File: config.mk
export PLATFORM = sky130hd
export DESIGN_NAME = modulation_applier
export DESIGN_NICKNAME = d
export VERILOG_FILES = /design/src/verilog/mod_pkg.sv /design/src/verilog/modulation_applier.sv
export SDC_FILE = /design/constraint.sdc
export NUM_CORES = 1
export LEC_CHECK = 0
export BUFFER_PORTS_ARGS = -buffer_cell sky130_fd_sc_hd__buf_2
export CORE_MARGIN = 2
export CORE_UTILIZATION = 65
export DETAILED_ROUTE_END_ITERATION = 10
export PLACE_DENSITY = 0.87
export REMOVE_ABC_BUFFERS = 1
export SETUP_SLACK_MARGIN = 0.2
export SLEW_MARGIN = 20
export SYNTH_ARGS = -nofsm -noshare
export SYNTH_HDL_FRONTEND = slang
export SYNTH_SLANG_ARGS = --single-unit
File: constraint.sdc
create_clock -name CLK -period 8.7 [get_ports CLK]
set_input_delay 0.87 -clock CLK [delete_from_list [all_inputs] [get_ports CLK]]
set_output_delay 0.87 -clock CLK [all_outputs]
set_load 0.03 [all_outputs]
File: src/verilog/mod_pkg.sv
package mod_pkg;

  ////////////////////
  // sizes
  ////////////////////

  localparam int num_segment  = 2;
  localparam int idx_width    = 15;
  localparam int sample_width = 8;
  localparam int mem_depth    = 2 ** idx_width;

  localparam int time_shift     = 8;   // low time bits dropped
  localparam int dividend_width = 48;
  localparam int divisor_width  = 16;

  // input register plus one stage per dividend bit
  localparam int div_latency   = dividend_width + 1;
  localparam int settle_cycles = 2 * div_latency + 3;

  localparam int settle_cnt_width = $clog2(settle_cycles);
  localparam logic [settle_cnt_width-1:0] settle_last = settle_cnt_width'(settle_cycles - 1);

  ////////////////////
  // types
  ////////////////////

  typedef enum logic {
    st_idle,
    st_load
  } timer_state_t;

  typedef struct packed {
    logic [num_segment-1:0][idx_width-1:0]     cycle;     // last index of each segment
    logic [num_segment-1:0][divisor_width-1:0] freq_div;  // time units per sample
  } mod_settings_t;

  typedef logic [num_segment-1:0][idx_width-1:0] idx_array_t;

  typedef struct packed {
    logic                    en;
    logic [0:0]              segment;
    logic [idx_width-1:0]    addr;
    logic [sample_width-1:0] data;
  } mod_write_t;

endpackage
File: src/verilog/modulation_applier.sv
module modulation_applier (
  input  logic                             CLK,
  input  logic                             rst_n,
  input  logic [mod_pkg::sample_width-1:0] intensity_in,
  input  logic                             intensity_valid,
  input  logic [mod_pkg::sample_width-1:0] mod_sample,
  output logic [mod_pkg::sample_width-1:0] intensity_out,
  output logic                             intensity_out_valid
);

  logic [mod_pkg::sample_width-1:0]   intensity_q;
  logic                               valid_q;
  logic [mod_pkg::sample_width:0]     scale;    // sample+1, up to 256
  logic [2*mod_pkg::sample_width-1:0] product;

  ////////////////////
  // align with memory read
  ////////////////////

  always_ff @(posedge CLK) begin
    intensity_q <= intensity_in;
  end

  always_ff @(posedge CLK) begin
    if (!rst_n) begin
      valid_q             <= 1'b0;
      intensity_out_valid <= 1'b0;
    end else begin
      valid_q             <= intensity_valid;
      intensity_out_valid <= valid_q;
    end
  end

  ////////////////////
  // scale
  ////////////////////

  assign scale   = {1'b0, mod_sample} + 1'b1;
  assign product = intensity_q * scale;  // max 255*256 fits 16 bits

  always_ff @(posedge CLK) begin
    intensity_out <= product[2*mod_pkg::sample_width-1:mod_pkg::sample_width];
  end

endmodule

Word level (Yosys, flattened, before mapping). Cells that the tools add are included.

Add/subtract/negate cells: 1. Multiply operators: 1.

Operators by type and width (number): $mul A8 B9 Y16 (1); $add A8 B1 Y9 const B (1).

Register bits after elaboration: 18. Input bits: 19. Output and inout bits: 9. Word-level logic and storage cells: 6.

Longest topological paths before layout.
Word-level depth: 2. Mapped depth: 18. Depth with buffers taken out: 18.

Worst setup path after synthesis. No wires, ideal clock.

Path type: input port to flip-flop. From: input mod_sample[0] in the netlist's numbering. To: register intensity_out[7] in the netlist's numbering. Setup time: 0.072 ns. Arrival time: 5.010 ns. Data required time: 8.628 ns. Setup slack: 3.618 ns. Stages on the path: 18. Path buffers: 0. Cells stage by stage: ha_1 > nand3_2 > xor2_1 > nand2b_1 > fa_1 > fa_1 > inv_1 > fa_1 > inv_1 > fa_1 > inv_1 > ha_1 > and2_1 > and3_4 > a211oi_2 > o21ai_2 > a21oi_1 > xnor2_1.

Cells in the longest elaborated chain, start to end: 2.

RTL lines: start, declared (RTL line modulation_applier.sv:6) `input logic [mod_pkg::sample_width-1:0] mod_sample,`; $add A8 B1 Y9 (RTL line modulation_applier.sv:38) `assign scale = {1'b0, mod_sample} + 1'b1;`; $mul A8 B9 Y16 (RTL line modulation_applier.sv:39) `assign product = intensity_q * scale;`; named net product, one bit (RTL line modulation_applier.sv:14) `logic [2*mod_pkg::sample_width-1:0] product;`; end signal, assigned (RTL line modulation_applier.sv:42) `intensity_out <= product[2*mod_pkg::sample_width-1:mod_pkg::sample_width];`; end, declared (RTL line modulation_applier.sv:7) `output logic [mod_pkg::sample_width-1:0] intensity_out,`.

The timed path passes the listed nets, and every way through them passes these cells. A chain may end at the register's enable or synchronous reset.

Final worst setup path. Same ends and word-level chain as after synthesis.

==> qor.txt <==
Final setup violating endpoints - 0
Layout cell share with drive strength beyond 1 - 0.143
IO buf count - 27
Initial Util - 0.663
Place WS - 3.06 ns
CP endpoint kind - flop
Number of flops mapped to enable cells by yosys - 0
Post-CTS Setup Bufs - 0
Final hold slack - 0.431 ns
Clk root buf - clkbuf_8
Dpl hpwl - 4.20 mm
Max Clock Skew - 0.00878 ns
First-pass GRT wire length - 8.58 mm
Largest area contributor in the synthesized netlist - fa_1
GR Overflow Total - 0
Async set-reset flop share out of synthesis - 0
Main synth FF type - dfxtp_1
Min-Delay Path Class - flop to flop
Chip Width - 67.4 um
Synth cell types - 30
Largest net degree at the start of global routing - 11
Highest Clock Rate - 186 MHz
Clk sinks - 18
Dpl cells - 339
CP required - 8.89 ns
Initial DRC Count - 47
Mapped cell area - 2610 um^2
DRC viols - 0
DRT antenna net count - 0
Pre-Repair DR Iteration Count - 4
Post-DR vias/cell - 5.24
GP Congestion - 0.878
Syn Area/Cell - 9.93 um^2
Die Footprint - 4540 um^2
Largest cells by area after synthesis - fa_1 31%, ha_1 16%, dfxtp_1 14%
Core area - 3940 um^2
CP max FO - 10
Gr usage total - 0.258
CTS clk-pin slew, worst paths - 0.08 ns
CTS HTree Levels - 1
Final period util - 0.619
Finished Layout Cells - 343
Clock latency on the worst-skew pair - 0.25 ns
CTS tree - done
Post-layout worst setup margin - 3.32 ns
Post-synth top area share - 0.307
Cells after Synth - 263
Via count - 1,797
# diodes - 0
# hold bufs at CTS - 0
Critical path class - primary input to flop
Routed len/inst - 14.7 um
Number of global-route vias before repair - 1,904
Slew @ Worst Pin - 0.740 ns
Routed wire length - 5.04 mm
Maximum vdd drop - 266 uV
Post-layout min period - 5.38 ns
Setup_tns - 0 ns
Sequential fraction of the synthesis area - 0.138
Power after layout - 0.000651 W
Total Nets Final - 386
Post_cts resized - 0
Critical path arrival - 5.57 ns
Row count - 23
Status - complete, no violations
Synthesis-to-finish area growth - 9.24%
Max-slew headroom - 0.503
Cts bufs inserted - 3
Startpoint types - primary input
Hold Vio Cnt, Final - 0
Number of buffers on the longest clock path - 2
Yosys reg bits - 18
Pwr dens - 228 nW/um^2
Die Y-Extent - 67.4 um
Unrepaired setup endpoints after global routing - no
Max Cap Viol - 0
Slew Viols, Final - 0
Initial antenna violation count - 0
Pleak - 1.49 nW
Top Ports - 28
Synth Warn # - 0
==> sequential cells by signal, summed over array words and instances (netlist names) <==
signal and flops:
intensity_out 8, intensity_out_valid 1, intensity_q 8, valid_q 1
==> critical path, stage by stage <==
cell	delay, ns
buf_2	0.15
ha_1	0.24
nand3_2	0.10
xor2_1	0.55
nand2b_1	0.22
fa_1	0.43
fa_1	0.49
inv_1	0.07
fa_1	0.53
inv_1	0.06
fa_1	0.52
inv_1	0.04
ha_1	0.29
and2_1	0.17
and3_4	0.19
a211oi_2	0.25
o21ai_2	0.11
a21oi_1	0.18
xnor2_1	0.13
==> cells by family (layout without fill, tap and decap cells) <==
| group | after synthesis | in the layout | synth area share |
|---|---|---|---|
| flip-flops | 18 | 18 | 0.138 |
| AND/OR/NAND/NOR | 89 | 89 | 0.214 |
| AO/OA/AOI/OAI | 20 | 20 | 0.0532 |
| XOR/XNOR | 18 | 18 | 0.0632 |
| adder cells (fa/ha/maj) | 73 | 73 | 0.465 |
| buffers and inverters | 45 | 75 | 0.0675 |
==> metrics by stage <==
step                      area (um^2)  utilization
after floorplan                  2600            -
after global placement           2800        0.710
after global routing             2850        0.724
after detailed placement         2800        0.710
final                            2850        0.724
after CTS                        2850        0.724
==> synthesized netlist by cell type (2+ instances only) <==
| cell type | instances |
|---|---|
| o21ai_0 | 2 |
| a21o_1 | 3 |
| and2_1 | 23 |
| o21ai_2 | 3 |
| xor2_1 | 9 |
| nand2b_1 | 7 |
| nand2_1 | 6 |
| a21oi_1 | 8 |
| xnor2_1 | 8 |
| nand3_1 | 3 |
| and2b_1 | 5 |
| inv_1 | 44 |
| ha_1 | 33 |
| nor2_1 | 2 |
| nand4b_1 | 2 |
| nor2b_1 | 35 |
| fa_1 | 40 |
| dfxtp_1 | 18 |
==> placed cells by master, fill, tap and decap left out, types with 2 or more instances in the layout <==
master and count:
inv_1 44, fa_1 40, nor2b_1 35, ha_1 33, buf_2 27, and2_1 23
dfxtp_1 18, xor2_1 9, xnor2_1 8, a21oi_1 8, nand2b_1 7, nand2_1 6
and2b_1 5, clkbuf_8 4, nand3_1 3, o21ai_2 3, a21o_1 3, nor2_1 2
nand4b_1 2, o21ai_0 2
==> area by class of cell <==
class / instances / area, um^2
clock buffer: 4 / 55.1
fill: 297 / 1090
timing repair buffer: 27 / 135
tap: 50 / 62.6
inverter: 44 / 165
multi-input combinational: 200 / 2080
sequential: 18 / 360
==> power breakdown <==
group | leakage [nW] | internal [W] | switching (W)
Sequential | 0.151 | 0.000108 | 0.00000919
Clock | 0.0288 | 0.0000402 | 0.0000289
Combinational | 1.31 | 0.000194 | 0.000271
==> routing by layer <==
layer	vias up	GRT usage	wire length (um)
met4	0	0.0893	109
met3	10	0.0467	163
met2	34	0.438	2610
met5	-	0	0
li1	874	-	-
met1	879	0.332	2160
==> worst paths after layout <==
| check | startpoint | end | cells after the start | slack [ns] |
|---|---|---|---|---|
| worst max-delay path | mod_sample[0] | intensity_out[7] | 19 | 3.32 |
| worst min-delay path | valid_q | intensity_out_valid | 1 | 0.43 |
| worst max register to register | intensity_q[7] | intensity_out[7] | 15 | 4.35 |
| worst min register to register | valid_q | intensity_out_valid | 1 | 0.43 |
Power figures use the tool's default switching activity.
